==> src/hdl/pi_bus_pkg.sv <==
// Shared widths, opcodes, acknowledge codes and controller states for the PI bus.
// Modules import it inside their body and use scoped names in their port lists.

package pi_bus_pkg;

   // word address, top two bits 11 select the memory slave
   typedef logic [29:0] pi_addr_t;

   typedef logic [31:0] pi_data_t;   // one bus word
   typedef logic [3:0]  pi_opc_t;    // transfer opcode
   typedef logic [2:0]  pi_ack_t;    // slave acknowledge

   // opcodes
   localparam pi_opc_t PI_OPC_NOP  = 4'd0;   // nothing on the bus
   localparam pi_opc_t PI_OPC_WORD = 4'd1;   // single word transfer

   // acknowledge codes, one hot apart from IDLE
   localparam pi_ack_t PI_ACK_IDLE = 3'b000;   // no answer
   localparam pi_ack_t PI_ACK_RDY  = 3'b001;
   localparam pi_ack_t PI_ACK_WAT  = 3'b010;
   localparam pi_ack_t PI_ACK_ERR  = 3'b100;

   // bus controller phases
   typedef enum logic [2:0]
   {
      BUS_IDLE,
      BUS_REQ,        // grant cycle
      BUS_ADDR,       // owner drives address and opcode
      BUS_ADDRDATA,   // still waiting for a first answer
      BUS_DATA        // slave inserts wait states
   } pi_bus_state_e;

   // read-only contents of slave word zero
   localparam pi_data_t PI_ID_WORD = 32'h5049_4431;

endpackage

==> src/hdl/pi_bus_cont.sv <==
// PI bus controller: round-robin arbitration of two masters with lock, one-cycle grant,
// slave select decode, address/data phase tracking and bus timeout.
`timescale 1ns/100ps

module pi_bus_cont #(
   parameter logic [7:0] TOUT_CYCLES = 8'd255
) (
   input  logic                 clk,
   input  logic                 rst_n,
   input  logic                 req_0,
   input  logic                 req_1,
   input  logic                 lock,
   input  pi_bus_pkg::pi_addr_t addr,
   input  pi_bus_pkg::pi_opc_t  opc,
   input  pi_bus_pkg::pi_ack_t  ack,
   output logic                 gnt_0,
   output logic                 gnt_1,
   output logic                 sel,
   output logic                 tout
);

   import pi_bus_pkg::*;

   pi_bus_state_e state;
   logic          owner;       // last granted master, 0 or 1
   logic          lock_hold;   // next grant reserved for owner
   logic [7:0]    tout_cnt;
   logic          in_phase;
   logic          counting;
   logic          xfer_end;
   logic          tout_hit;
   logic          hold_now;
   logic          own_req;
   logic          oth_req;
   logic          nxt_valid;
   logic          nxt_owner;
   logic          grant_now;

   assign in_phase = (state == BUS_ADDR) || (state == BUS_ADDRDATA) || (state == BUS_DATA);
   assign counting = (state == BUS_ADDRDATA) || (state == BUS_DATA);

   // memory slave lives at the top quarter of the address space
   assign sel = in_phase && (addr[29:28] == 2'b11) && (opc != PI_OPC_NOP);

   // RDY and ERR both close the transfer, RDY beats a timeout in the same cycle
   assign xfer_end = in_phase && ((ack == PI_ACK_RDY) || (ack == PI_ACK_ERR));
   assign tout_hit = counting && !xfer_end && (tout_cnt == TOUT_CYCLES - 8'd1);

   assign own_req  = owner ? req_1 : req_0;
   assign oth_req  = owner ? req_0 : req_1;
   assign hold_now = in_phase ? lock : lock_hold;   // live lock at the end of a transfer

   // pick the next owner, the other master first unless the bus is locked
   always_comb
   begin
      nxt_valid = 1'b0;
      nxt_owner = owner;
      if (hold_now)
      begin
         nxt_valid = own_req;   // other requester keeps waiting
      end
      else if (oth_req)
      begin
         nxt_valid = 1'b1;
         nxt_owner = ~owner;
      end
      else if (own_req)
      begin
         nxt_valid = 1'b1;
      end
   end

   assign grant_now = nxt_valid && ((state == BUS_IDLE) || xfer_end);

   // grant and timeout strobes, one cycle each
   always_ff @(posedge clk or negedge rst_n)
   begin
      if (!rst_n)
      begin
         gnt_0 <= 1'b0;
         gnt_1 <= 1'b0;
         tout  <= 1'b0;
         owner <= 1'b1;   // master 0 wins the first round
      end
      else
      begin
         gnt_0 <= grant_now && !nxt_owner;
         gnt_1 <= grant_now && nxt_owner;
         tout  <= tout_hit;
         if (grant_now)
         begin
            owner <= nxt_owner;
         end
      end
   end

   // phase machine and timeout counter
   always_ff @(posedge clk or negedge rst_n)
   begin
      if (!rst_n)
      begin
         state     <= BUS_IDLE;
         lock_hold <= 1'b0;
         tout_cnt  <= '0;
      end
      else
      begin
         case (state)
            BUS_IDLE:
            begin
               tout_cnt <= '0;
               if (grant_now)
               begin
                  state <= BUS_REQ;
               end
            end
            BUS_REQ:
            begin
               state <= BUS_ADDR;   // owner puts the address out next
            end
            BUS_ADDR, BUS_ADDRDATA, BUS_DATA:
            begin
               if (xfer_end)
               begin
                  lock_hold <= lock;
                  tout_cnt  <= '0;
                  state     <= grant_now ? BUS_REQ : BUS_IDLE;
               end
               else if (tout_hit)
               begin
                  // nobody answered, drop the owner and any reservation
                  lock_hold <= 1'b0;
                  tout_cnt  <= '0;
                  state     <= BUS_IDLE;
               end
               else
               begin
                  if (counting)
                  begin
                     tout_cnt <= tout_cnt + 8'd1;
                  end
                  if ((ack == PI_ACK_WAT) || (state == BUS_DATA))
                  begin
                     state <= BUS_DATA;
                  end
                  else
                  begin
                     state <= BUS_ADDRDATA;   // no answer yet
                  end
               end
            end
            default:
            begin
               state <= BUS_IDLE;
            end
         endcase
      end
   end

endmodule

==> src/hdl/pi_bus_top.sv <==
// PI bus subsystem top: two client-facing masters, the bus controller and one memory
// slave. Master outputs are zero when idle and are ORed onto the shared bus.
`timescale 1ns/100ps

module pi_bus_top #(
   parameter logic [7:0] TOUT_CYCLES = 8'd255,
   parameter int         WAIT_STATES = 2,
   parameter int         MEM_WORDS   = 64
) (
   input  logic                 clk,
   input  logic                 rst_n,
   input  logic                 cmd_valid_0,
   output logic                 cmd_ready_0,
   input  pi_bus_pkg::pi_addr_t cmd_addr_0,
   input  logic                 cmd_write_0,
   input  pi_bus_pkg::pi_data_t cmd_wdata_0,
   input  logic                 cmd_lock_0,
   output logic                 rsp_valid_0,
   input  logic                 rsp_ready_0,
   output pi_bus_pkg::pi_data_t rsp_rdata_0,
   output logic                 rsp_err_0,
   input  logic                 cmd_valid_1,
   output logic                 cmd_ready_1,
   input  pi_bus_pkg::pi_addr_t cmd_addr_1,
   input  logic                 cmd_write_1,
   input  pi_bus_pkg::pi_data_t cmd_wdata_1,
   input  logic                 cmd_lock_1,
   output logic                 rsp_valid_1,
   input  logic                 rsp_ready_1,
   output pi_bus_pkg::pi_data_t rsp_rdata_1,
   output logic                 rsp_err_1
);

   import pi_bus_pkg::*;

   logic     req_0, req_1, gnt_0, gnt_1;
   logic     lock_0, lock_1, read_0, read_1;
   pi_addr_t addr_0, addr_1;
   pi_opc_t  opc_0, opc_1;
   pi_data_t wdata_0, wdata_1;
   logic     bus_lock, bus_read, sel, tout;
   pi_addr_t bus_addr;
   pi_opc_t  bus_opc;
   pi_data_t bus_wdata, rdata;
   pi_ack_t  ack;

   // shared bus, only the owner drives non-zero values
   assign bus_lock  = lock_0 | lock_1;
   assign bus_read  = read_0 | read_1;
   assign bus_addr  = addr_0 | addr_1;
   assign bus_opc   = opc_0 | opc_1;
   assign bus_wdata = wdata_0 | wdata_1;

   pi_master u_master_0 (
      .clk(clk), .rst_n(rst_n),
      .cmd_valid(cmd_valid_0), .cmd_ready(cmd_ready_0), .cmd_addr(cmd_addr_0),
      .cmd_write(cmd_write_0), .cmd_wdata(cmd_wdata_0), .cmd_lock(cmd_lock_0),
      .rsp_valid(rsp_valid_0), .rsp_ready(rsp_ready_0), .rsp_rdata(rsp_rdata_0),
      .rsp_err(rsp_err_0), .req(req_0), .lock(lock_0), .addr(addr_0), .opc(opc_0),
      .read(read_0), .wdata(wdata_0), .gnt(gnt_0), .ack(ack), .rdata(rdata), .tout(tout)
   );

   pi_master u_master_1 (
      .clk(clk), .rst_n(rst_n),
      .cmd_valid(cmd_valid_1), .cmd_ready(cmd_ready_1), .cmd_addr(cmd_addr_1),
      .cmd_write(cmd_write_1), .cmd_wdata(cmd_wdata_1), .cmd_lock(cmd_lock_1),
      .rsp_valid(rsp_valid_1), .rsp_ready(rsp_ready_1), .rsp_rdata(rsp_rdata_1),
      .rsp_err(rsp_err_1), .req(req_1), .lock(lock_1), .addr(addr_1), .opc(opc_1),
      .read(read_1), .wdata(wdata_1), .gnt(gnt_1), .ack(ack), .rdata(rdata), .tout(tout)
   );

   pi_bus_cont #(.TOUT_CYCLES(TOUT_CYCLES)) u_bus_cont (
      .clk(clk), .rst_n(rst_n), .req_0(req_0), .req_1(req_1), .lock(bus_lock),
      .addr(bus_addr), .opc(bus_opc), .ack(ack),
      .gnt_0(gnt_0), .gnt_1(gnt_1), .sel(sel), .tout(tout)
   );

   pi_mem_slave #(.WAIT_STATES(WAIT_STATES), .MEM_WORDS(MEM_WORDS)) u_mem_slave (
      .clk(clk), .rst_n(rst_n), .sel(sel), .addr(bus_addr), .opc(bus_opc),
      .read(bus_read), .wdata(bus_wdata), .ack(ack), .rdata(rdata)
   );

endmodule

==> src/hdl/pi_master.sv <==
// PI bus master: takes one word command from a valid/ready client, requests the bus,
// runs the transfer and holds the response until the client takes it.
`timescale 1ns/100ps

module pi_master (
   input  logic                 clk,
   input  logic                 rst_n,
   input  logic                 cmd_valid,
   output logic                 cmd_ready,
   input  pi_bus_pkg::pi_addr_t cmd_addr,
   input  logic                 cmd_write,
   input  pi_bus_pkg::pi_data_t cmd_wdata,
   input  logic                 cmd_lock,
   output logic                 rsp_valid,
   input  logic                 rsp_ready,
   output pi_bus_pkg::pi_data_t rsp_rdata,
   output logic                 rsp_err,
   output logic                 req,
   output logic                 lock,
   output pi_bus_pkg::pi_addr_t addr,
   output pi_bus_pkg::pi_opc_t  opc,
   output logic                 read,
   output pi_bus_pkg::pi_data_t wdata,
   input  logic                 gnt,
   input  pi_bus_pkg::pi_ack_t  ack,
   input  pi_bus_pkg::pi_data_t rdata,
   input  logic                 tout
);

   import pi_bus_pkg::*;

   typedef enum logic [1:0]
   {
      M_IDLE,   // waiting for a command
      M_REQ,    // requesting the bus
      M_OWN,    // driving the transfer
      M_RSP     // response waiting for the client
   } mst_state_e;

   mst_state_e state;
   pi_addr_t   addr_q;
   logic       write_q;
   pi_data_t   wdata_q;
   logic       lock_q;
   logic       owner;
   logic       fail;
   logic       done;
   logic       cmd_take;

   assign cmd_take = cmd_valid && cmd_ready;
   assign owner    = (state == M_OWN);
   assign fail     = (ack == PI_ACK_ERR) || tout;
   assign done     = owner && ((ack == PI_ACK_RDY) || fail);

   assign req       = (state == M_REQ);
   assign rsp_valid = (state == M_RSP);

   // bus outputs are zero when not owner so the top level can OR them
   assign lock  = owner && lock_q;
   assign addr  = owner ? addr_q : '0;
   assign opc   = owner ? PI_OPC_WORD : PI_OPC_NOP;
   assign read  = owner && !write_q;
   assign wdata = owner ? wdata_q : '0;

   always_ff @(posedge clk or negedge rst_n)
   begin
      if (!rst_n)
      begin
         state     <= M_IDLE;
         cmd_ready <= 1'b0;
      end
      else
      begin
         case (state)
            M_IDLE:
            begin
               if (cmd_take)
               begin
                  state     <= M_REQ;
                  cmd_ready <= 1'b0;
               end
               else
               begin
                  cmd_ready <= 1'b1;
               end
            end
            M_REQ:
            begin
               if (gnt)
               begin
                  state <= M_OWN;
               end
            end
            M_OWN:
            begin
               if (done)
               begin
                  state <= M_RSP;
               end
            end
            M_RSP:
            begin
               if (rsp_ready)
               begin
                  state     <= M_IDLE;
                  cmd_ready <= 1'b1;   // ready for the next command
               end
            end
            default:
            begin
               state <= M_IDLE;
            end
         endcase
      end
   end

   // command and response payload
   always_ff @(posedge clk)
   begin
      if (cmd_take)
      begin
         addr_q  <= cmd_addr;
         write_q <= cmd_write;
         wdata_q <= cmd_wdata;
         lock_q  <= cmd_lock;
      end
      if (done)
      begin
         rsp_rdata <= (write_q || fail) ? '0 : rdata;   // data only on good reads
         rsp_err   <= fail;
      end
   end

endmodule

==> src/hdl/pi_mem_slave.sv <==
// Word memory slave on the PI bus. Answers WAT for WAIT_STATES cycles after select,
// then RDY, or ERR for a bad opcode or a write to the read-only identification word.
`timescale 1ns/100ps

module pi_mem_slave #(
   parameter int WAIT_STATES = 2,
   parameter int MEM_WORDS   = 64
) (
   input  logic                 clk,
   input  logic                 rst_n,
   input  logic                 sel,
   input  pi_bus_pkg::pi_addr_t addr,
   input  pi_bus_pkg::pi_opc_t  opc,
   input  logic                 read,
   input  pi_bus_pkg::pi_data_t wdata,
   output pi_bus_pkg::pi_ack_t  ack,
   output pi_bus_pkg::pi_data_t rdata
);

   import pi_bus_pkg::*;

   // MEM_WORDS is expected to be a power of two
   localparam int IDX_W = (MEM_WORDS > 1) ? $clog2(MEM_WORDS) : 1;
   localparam int CNT_W = $clog2(WAIT_STATES + 1) + 1;

   pi_data_t         mem [MEM_WORDS];
   logic             busy;       // transfer seen, waiting for sel to drop
   logic [CNT_W-1:0] wait_cnt;   // wait states issued so far
   logic [IDX_W-1:0] idx;
   logic             is_id;
   logic             bad;
   logic             access;
   pi_ack_t          resp;

   assign idx   = addr[IDX_W-1:0];
   assign is_id = (idx == '0);
   assign bad   = (opc != PI_OPC_WORD) || (is_id && !read);
   assign resp  = bad ? PI_ACK_ERR : PI_ACK_RDY;

   // the edge that registers the final answer also does the memory access
   assign access = sel && (busy ? ((ack == PI_ACK_WAT) && (wait_cnt == CNT_W'(WAIT_STATES)))
                                : (WAIT_STATES == 0));

   always_ff @(posedge clk or negedge rst_n)
   begin
      if (!rst_n)
      begin
         busy     <= 1'b0;
         wait_cnt <= '0;
         ack      <= PI_ACK_IDLE;
      end
      else if (!sel)
      begin
         busy <= 1'b0;
         ack  <= PI_ACK_IDLE;
      end
      else if (!busy)
      begin
         busy     <= 1'b1;
         wait_cnt <= CNT_W'(1);
         ack      <= access ? resp : PI_ACK_WAT;
      end
      else if (access)
      begin
         ack <= resp;
      end
      else if (ack == PI_ACK_WAT)
      begin
         wait_cnt <= wait_cnt + CNT_W'(1);   // one more wait state
      end
      else
      begin
         ack <= PI_ACK_IDLE;   // answered once, hold off until deselect
      end
   end

   always_ff @(posedge clk)
   begin
      if (access)
      begin
         if (read)
         begin
            rdata <= is_id ? PI_ID_WORD : mem[idx];
         end
         else if (!bad)
         begin
            mem[idx] <= wdata;
         end
      end
   end

endmodule

==> config.mk <==
export PLATFORM = sky130hd
export DESIGN_NAME = pi_bus_top
export DESIGN_NICKNAME = d
export VERILOG_FILES = /design/src/hdl/pi_bus_pkg.sv /design/src/hdl/pi_bus_cont.sv /design/src/hdl/pi_bus_top.sv /design/src/hdl/pi_master.sv /design/src/hdl/pi_mem_slave.sv
export SDC_FILE = /design/constraint.sdc
export NUM_CORES = 2
export LEC_CHECK = 0
export BUFFER_PORTS_ARGS = -buffer_cell sky130_fd_sc_hd__buf_2
export CORE_MARGIN = 1.5
export CORE_UTILIZATION = 45
export DETAILED_ROUTE_END_ITERATION = 8
export SYNTH_ARGS = -nofsm -noshare
export SYNTH_HDL_FRONTEND = slang
export SYNTH_SLANG_ARGS = --single-unit
==> constraint.sdc <==
create_clock -name clk -period 5.5 [get_ports clk]
set_input_delay 1.1 -clock clk [delete_from_list [all_inputs] [get_ports clk]]
set_output_delay 1.1 -clock clk [all_outputs]
set_load 0.1 [all_outputs]
# [Word level (Yosys, flattened, before mapping)]
# Memories as Yosys holds them, arrays and structs flattened. A register that Yosys moved wholly into a read port is not among the register bits.
# Cells that the tools add are included.
[totals] ff_bits=223 ram_bits=2048 inputBits=134 out_inout_bits=70 mem_count=1
[classes] add_sub_neg=2 eq_ne=30 mux=57 n_bitwise=6 reduce_logical=53
[memory_table] name="u_mem_slave.mem" depth=64 word_bits=32 read_ports=1 rd_clocked_by_memory_dff=1 write_ports=1 line_no="pi_mem_slave.sv:26" rtl="pi_data_t mem [MEM_WORDS];"
[ops] operator="two-way mux 32 bit" count=2
[ops] operator="two-way mux 30 bit" count=2
[ops] operator="two-way mux 3 bit" count=13
[ops] operator="OR 32 bit" count=1
[ops] operator="OR 30 bit" count=1
[ops] operator="two-way mux 8 bit" count=3
[ops] operator="two-way mux 1 bit" count=23
[ops] operator="logical AND 1 bit" count=19
[ops] operator="two-way mux 2 bit" count=8
[ops] operator="case mux 2 bit (4 select lines)" count=2
[ops] operator="case mux 8 bit (2 select lines)" count=1
[ops] operator="== test 3 x 2 -> 1 bit, second input constant" count=4
[ops] operator="!= test 2 bit, second input constant" count=6
[ops] operator="logical OR 1 bit" count=11
[ops] operator="== test 2 bit, second input constant" count=5
[ops] operator="!= test 2 x 1 -> 1 bit, second input constant" count=5
[ops] operator="AND reduction 2 bit" count=5
[ops] operator="case mux 3 bit (3 select lines)" count=1
[ops] operator="adder 8 x 1 -> 8 bit, second input constant" count=1
[ops] operator="== test 8 bit, second input constant" count=1
[ops] operator="!= test 4 x 1 -> 1 bit, second input constant" count=2
[ops] operator="AND reduction 4 bit" count=2
[ops] operator="nonzero test 2 bit" count=4
[ops] operator="== test 3 x 1 -> 1 bit, second input constant" count=2
[ops] operator="other kinds (15)" count=24

# [Depth between registers and ports, before layout]
[depth] word_depth=10 depth_mapped=15 depth_no_buf=9

# [Modules after synthesis]
# A second synthesis with hierarchy kept.
[hier_totals] cells_unflattened=4669 hier_area_um2=88637.5
[modules_own_cells] mod="pi_mem_slave" n_inst=1 cells_per_inst=4003 area_per_inst_um2=79309.8 seq_area_each_um2=62364.8
[modules_own_cells] mod="pi_master" n_inst=2 cells_per_inst=243 area_per_inst_um2=3922.5 seq_area_each_um2=2987.9
[modules_own_cells] mod="pi_bus_cont" n_inst=1 cells_per_inst=112 area_per_inst_um2=1057.3 seq_area_each_um2=401.6
[modules_own_cells] mod="pi_bus_top" n_inst=1 cells_per_inst=68 area_per_inst_um2=425.4 seq_area_each_um2=0.0

# [Least setup slack after synthesis]
# OpenSTA, ideal clock, no wires.
[synth_path] kind="register to register" start="reg u_master_0.state[0]" end="mem u_mem_slave.mem[62][0] (netlist name) (enable)" setup_time_ns=0.421 arrival_time_ns=3.845 required_ns=5.079 slack_ns=1.234 stages_incl_launch_ff=13 path_buffers=5 period_less_slack_ns=4.266 path_cell_list="dfrtp_1 -> inv_1 -> ha_1 -> buf_4 -> nand2_1 -> or3b_1 -> a21oi_1 -> buf_4 -> buf_2 -> buf_2 -> buf_2 -> nand2_1 -> nor2_1"
[synth_between] elab_chain_cells=10 elab_cells_between_ends=21
[synth_rtl] item="start, declared" line_no="pi_master.sv:40" rtl="mst_state_e state;"
[synth_rtl] item="start signal, assigned" line_no="pi_master.sv:69" rtl="state <= M_IDLE;"
[synth_rtl] item="start signal, assigned" line_no="pi_master.sv:79" rtl="state <= M_REQ;"
[synth_rtl] item="start signal, assigned" line_no="pi_master.sv:91" rtl="state <= M_OWN;"
[synth_rtl] item="== test 2 bit *" line_no="pi_master.sv:51" rtl="assign owner = (state == M_OWN);"
[synth_rtl] item="two-way mux 30 bit or logical AND 1 bit (tied branches)" line_no="pi_master.sv:60, pi_master.sv:62"
[synth_rtl] item="OR 30 bit or OR 1 bit (tied branches)" line_no="pi_bus_top.sv:50, pi_bus_top.sv:49"
[synth_rtl] item="logical NOT 6 bit or logical NOT 1 bit (tied branches)" line_no="pi_mem_slave.sv:36, pi_mem_slave.sv:37"
[synth_rtl] item="logical AND 1 bit" line_no="pi_mem_slave.sv:37" rtl="assign bad = (opc != PI_OPC_WORD) || (is_id && !read);"
[synth_rtl] item="logical OR 1 bit" line_no="pi_mem_slave.sv:37"
[synth_rtl] item="two-way mux 1 bit" line_no="pi_mem_slave.sv:85" rtl="else if (!bad)"
[synth_rtl] item="two-way mux 1 bit" line_no="pi_mem_slave.sv:81" rtl="if (read)"
[synth_rtl] item="two-way mux 1 bit" line_no="pi_mem_slave.sv:79" rtl="if (access)"
[synth_rtl] item="two-way mux 1 bit (implied by the code)" line_no="pi_mem_slave.sv:87" rtl="mem[idx] <= wdata;"
[synth_rtl] item="end, declared" line_no="pi_mem_slave.sv:26"
# Every way passes the cells marked *; elsewhere a longest branch is shown, timed or not.

# [Final worst setup path]
[layout_path] start="reg u_master_1.state[0]" end="reg u_mem_slave.rdata[16] (read register of u_mem_slave.mem), data pin"
[layout_between] elab_chain_cells=8 elab_cells_between_ends=14
[layout_rtl] item="start, declared" line_no="pi_master.sv:40"
[layout_rtl] item="start signal, assigned" line_no="pi_master.sv:69"
[layout_rtl] item="start signal, assigned" line_no="pi_master.sv:79"
[layout_rtl] item="start signal, assigned" line_no="pi_master.sv:91"
[layout_rtl] item="== test 2 bit *" line_no="pi_master.sv:51"
[layout_rtl] item="two-way mux 30 bit" line_no="pi_master.sv:60" rtl="assign addr = owner ? addr_q : '0;"
[layout_rtl] item="OR 30 bit" line_no="pi_bus_top.sv:50" rtl="assign bus_addr = addr_0 | addr_1;"
[layout_rtl] item="== test 2 bit" line_no="pi_bus_cont.sv:43" rtl="assign sel = in_phase && (addr[29:28] == 2'b11) && (opc != PI_OPC_NOP);"
[layout_rtl] item="logical AND 1 bit (2 in series)" line_no="pi_bus_cont.sv:43"
[layout_rtl] item="logical AND 1 bit" line_no="pi_mem_slave.sv:41" rtl="assign access = sel && (busy ? ((ack == PI_ACK_WAT) && (wait_cnt == CNT_W'(WAIT_STATES)))"
[layout_rtl] item="AND reduction 2 bit (no source line)"
[layout_rtl] item="end, declared" line_no="pi_mem_slave.sv:17" rtl="output pi_bus_pkg::pi_data_t rdata"
# Marks and branches as above.
# A chain may end at the register's enable or synchronous reset.

==> results.tsv <==
stage	metric	value	unit
run_status	status	finished clean	
power_and_ir_drop	P_int	33.34	mW
clock_network	post-CTS sizing	0	
final_layout	storage element area	67480	um2
clock_network	CTS HTree Levels	4	
sta	Fin Clk Skew	0.03766	ns
placement	dpl cells	7646	
detailed_routing	Routed WL	259000	um
final_layout	most frequent cells in the layout	2223 x edfxtp_1, 431 x o21ai_0, 384 x nand2_1	
detailed_routing	initial drt markers	8537	
critical_path	reg2reg start	u_master_1.state[0]	
final_layout	proportion of layout cells with a drive suffix above 1	15.84	%
logic_synthesis	synth warn	0	
critical_path	Worst setup EP type	register	
hold_path	worst min path class	in -> async	
logic_synthesis	number of synthesized flops with an enable pin	2223	
clock_network	clk slew on worst S/H paths	0.06	ns
floorplan	die width	436.6	um
sta	Pins Over Slew Limit	0	
final_layout	synthesis-to-finish area growth	14.95	%
sta	worst slew pin tran	1.317	ns
global_route	initial antenna violation count	16	
detailed_routing	detailed-route via count	51790	
critical_path	CP Launch Type	register	
floorplan	Core ar.	186000	um2
clock_network	CTS tree	yes	
placement	Area after DPL	90490	um2
final_layout	most common cell after layout, fill and taps aside	edfxtp_1	
logic_synthesis	Post-Syn Area	84600	um2
final_layout	multi-input combinational cell area	16270	um2
power_and_ir_drop	register share of total power	42.3	%
global_route	vias in the first global route	49150	
placement	DP HPWL	147400	um
detailed_routing	drt wl/cell	32.18	um
sta	final-report setup violation count	0	
clock_network	clock latency on the worst-skew pair	0.86	ns
logic_synthesis	syn avg cell area	16.71	um2
critical_path	WP data required	6.01	ns
final_layout	Nets	5537	
floorplan	starting density of the core	45.48	%
power_and_ir_drop	leakage	30.83	nW
clock_network	# Post-CTS Setup Buffers	0	
detailed_routing	drt first pass iters	8	
clock_network	CTS Hold Bufs	0	
power_and_ir_drop	Power, Total	50.72	mW
clock_network	CTS Sinks	2252	
logic_synthesis	Most used DFF post-synth	edfxtp_1	
detailed_routing	Remaining DRCs	0	
logic_synthesis	Synth async-reset ratio	1.288	%
sta	RSZ-0062 raised after global routing	no	
sta	Highest Clock Rate	206.5	MHz
critical_path	WS Path Type	reg -> reg	
global_route	met3 Track Usage GR	6.041	%
power_and_ir_drop	combinational share of power	29.5	%
global_route	global route overflow	0	
floorplan	die footprint	190600	um2
final_layout	design area	97250	um2
sta	Final Hold Viols	0	
final_layout	# fillers	14840	
sta	slew margin rel.	12.21	%
global_route	Global Route met1 Usage	38.67	%
logic_synthesis	Seq cells post-synth	2252	
placement	PortBufs	159	
global_route	met2 Resource Use GR	40.69	%
floorplan	IO Count	204	
critical_path	Worst EP arrival	5.36	ns
sta	min cycle time layout	4.843	ns
clock_network	Clock Path Buffers	3	
power_and_ir_drop	clock power share	28.2	%
clock_network	root buffer cell	clkbuf_16	
critical_path	Setup crit start	u_master_1.state[0]	
power_and_ir_drop	Power Dens Cells	521.6	nW/um2
sta	crit share post-route	88.06	%
floorplan	die height	436.6	um
sta	Setup TNS	0	ns
critical_path	Max FO, Critical Path	24	
logic_synthesis	Mapped Cells	5063	
global_route	Top Usage Layer GRT	met2	
run	max cap viols	0	
detailed_routing	Antenna Violating Nets Remaining	0	
power_and_ir_drop	peak supply drop	378.3	uV
detailed_routing	via/cell ratio	6.434	
power_and_ir_drop	Switching Power	17.38	mW
power_and_ir_drop	sw frac	34.27	%
clock_network	Num CTS Buffers	221	
logic_synthesis	Unique masters post-synth	74	
final_layout	Post-Layout Cell Count	8049	
global_route	largest net degree at the start of global routing	99	
global_route	GRT Util Overall	26.60	%
floorplan	Rows	158	
global_route	first-pass GRT wire length	365600	um
logic_synthesis	register area share after synthesis	79.77	%
placement	gpl congestion	0.8550	
==> cells in the mapped netlist, drive strengths merged (28+ instances only) <==
| cell type | instances | area, um2 |
|---|---|---|
| a22oi | 106 | 800.8 |
| and2 | 69 | 431.7 |
| a41oi | 60 | 525.5 |
| dfrtp | 28 | 700.7 |
| o22ai | 31 | 193.9 |
| nand4 | 62 | 387.9 |
| nor2 | 98 | 367.9 |
| a41o | 70 | 700.7 |
| a21oi | 323 | 1632 |
| a31oi | 33 | 206.5 |
| o21ai | 433 | 2167 |
| nand2 | 391 | 1473 |
| a221o | 97 | 970.9 |
| a22o | 63 | 551.8 |
| a221oi | 218 | 1909 |
| buf | 151 | 740.7 |
| a222oi | 89 | 890.9 |
| clkbuf | 218 | 818.3 |
| o22a | 29 | 254.0 |
| edfxtp | 2223 | 66750 |
==> sequential cells by signal, indices dropped and copies added (netlist names), 2 cells and up <==
signal,count
u_mem_slave.mem,2041
u_master_0.rsp_rdata,32
u_master_0.wdata_q,32
u_master_1.rsp_rdata,32
u_master_1.wdata_q,32
u_mem_slave.rdata,32
u_bus_cont.tout_cnt,8
u_master_0.addr_q,8
u_master_1.addr_q,8
u_bus_cont.state,3
u_mem_slave.ack,3
u_mem_slave.wait_cnt,3
u_master_0.state,2
u_master_1.state,2
==> layer usage <==
layer | share of wire (%) | vias to the layer above | wire length, um
li1 | - | 21480 | -
met1 | 40 | 26720 | 104800
met2 | 46 | 3169 | 118100
met3 | 12 | 407 | 29890
met4 | 2.4 | 8 | 6208
met5 | 0.021 | - | 54
==> power by group through the flow <==
stage	Sequential (mW)	Clock, mW	Combinational [mW]
6_report	21.5	14.3	15.0
3_3_place_gp	21.8	0	14.4
5_1_grt	21.5	15.1	15.6
4_1_cts	21.5	14.4	14.6
3_5_place_dp	21.8	0	14.5
2_1_floorplan	21.9	0	7.66
==> layout make-up <==
class                      count  share of cell area (%)
multi-input combinational   2445                   16.73
inverter                      21                 0.08106
timing repair buffer         448                   3.654
clock inverter               129                  0.9946
antenna                        2                0.005146
tap                         2480                   3.191
clock buffer                 272                   5.949
sequential                  2252                   69.39
==> final timing paths <==
kind | depth (start not counted) | end | slack [ns]
setup / recovery | 9 | u_mem_slave.rdata[16] | 0.66
hold / removal | 1 | u_mem_slave.wait_cnt[0] | 0.30
setup reg to reg | 9 | u_mem_slave.rdata[16] | 0.66
hold reg to reg | 1 | u_bus_cont.tout_cnt[7] | 0.48
max in group asynchronous | 1 | u_bus_cont.tout_cnt[0] | 4.74
min in group clk | 1 | u_master_0.wdata_q[23] | 0.42
==> cells by family (layout without fill, tap and decap cells) <==
family	Yosys count	count (layout)	share of synthesized area (%)
flops	2252	2252	79.77
simple gates	711	711	3.829
xor+xnor	1	1	0.01035
buf+inv	390	870	1.936
fa+ha+maj	14	14	0.2071
other cells	1	27	0.004433
compound gates	1676	1676	14.03
mux	18	18	0.2159
==> worst max-delay path, cell delays in order, from the launching register on <==
cell and delay, ns:
dfrtp_1 0.42, inv_1 0.12, ha_2 0.49, and2_1 0.28, or3_1 0.41, nand2_2 0.61, a221o_1 0.48, a221oi_1 0.69
o32ai_1 0.24, or4_1 0.76
==> metrics by stage <==
| step | util (%) | worst slack (ns) | hold slack (ns) |
|---|---|---|---|
| after detailed placement | 48.64 | 0.8817 | 0.4695 |
| after global placement | 48.64 | 0.9685 | 0.4650 |
| after CTS | 52.27 | 0.8518 | 0.2802 |
| after floorplan | - | 1.234 | 0.4453 |
| after global routing | 52.27 | 0.4718 | 0.3343 |
| final | 52.28 | 0.6568 | 0.2998 |
(Power assumes the default switching activity.)
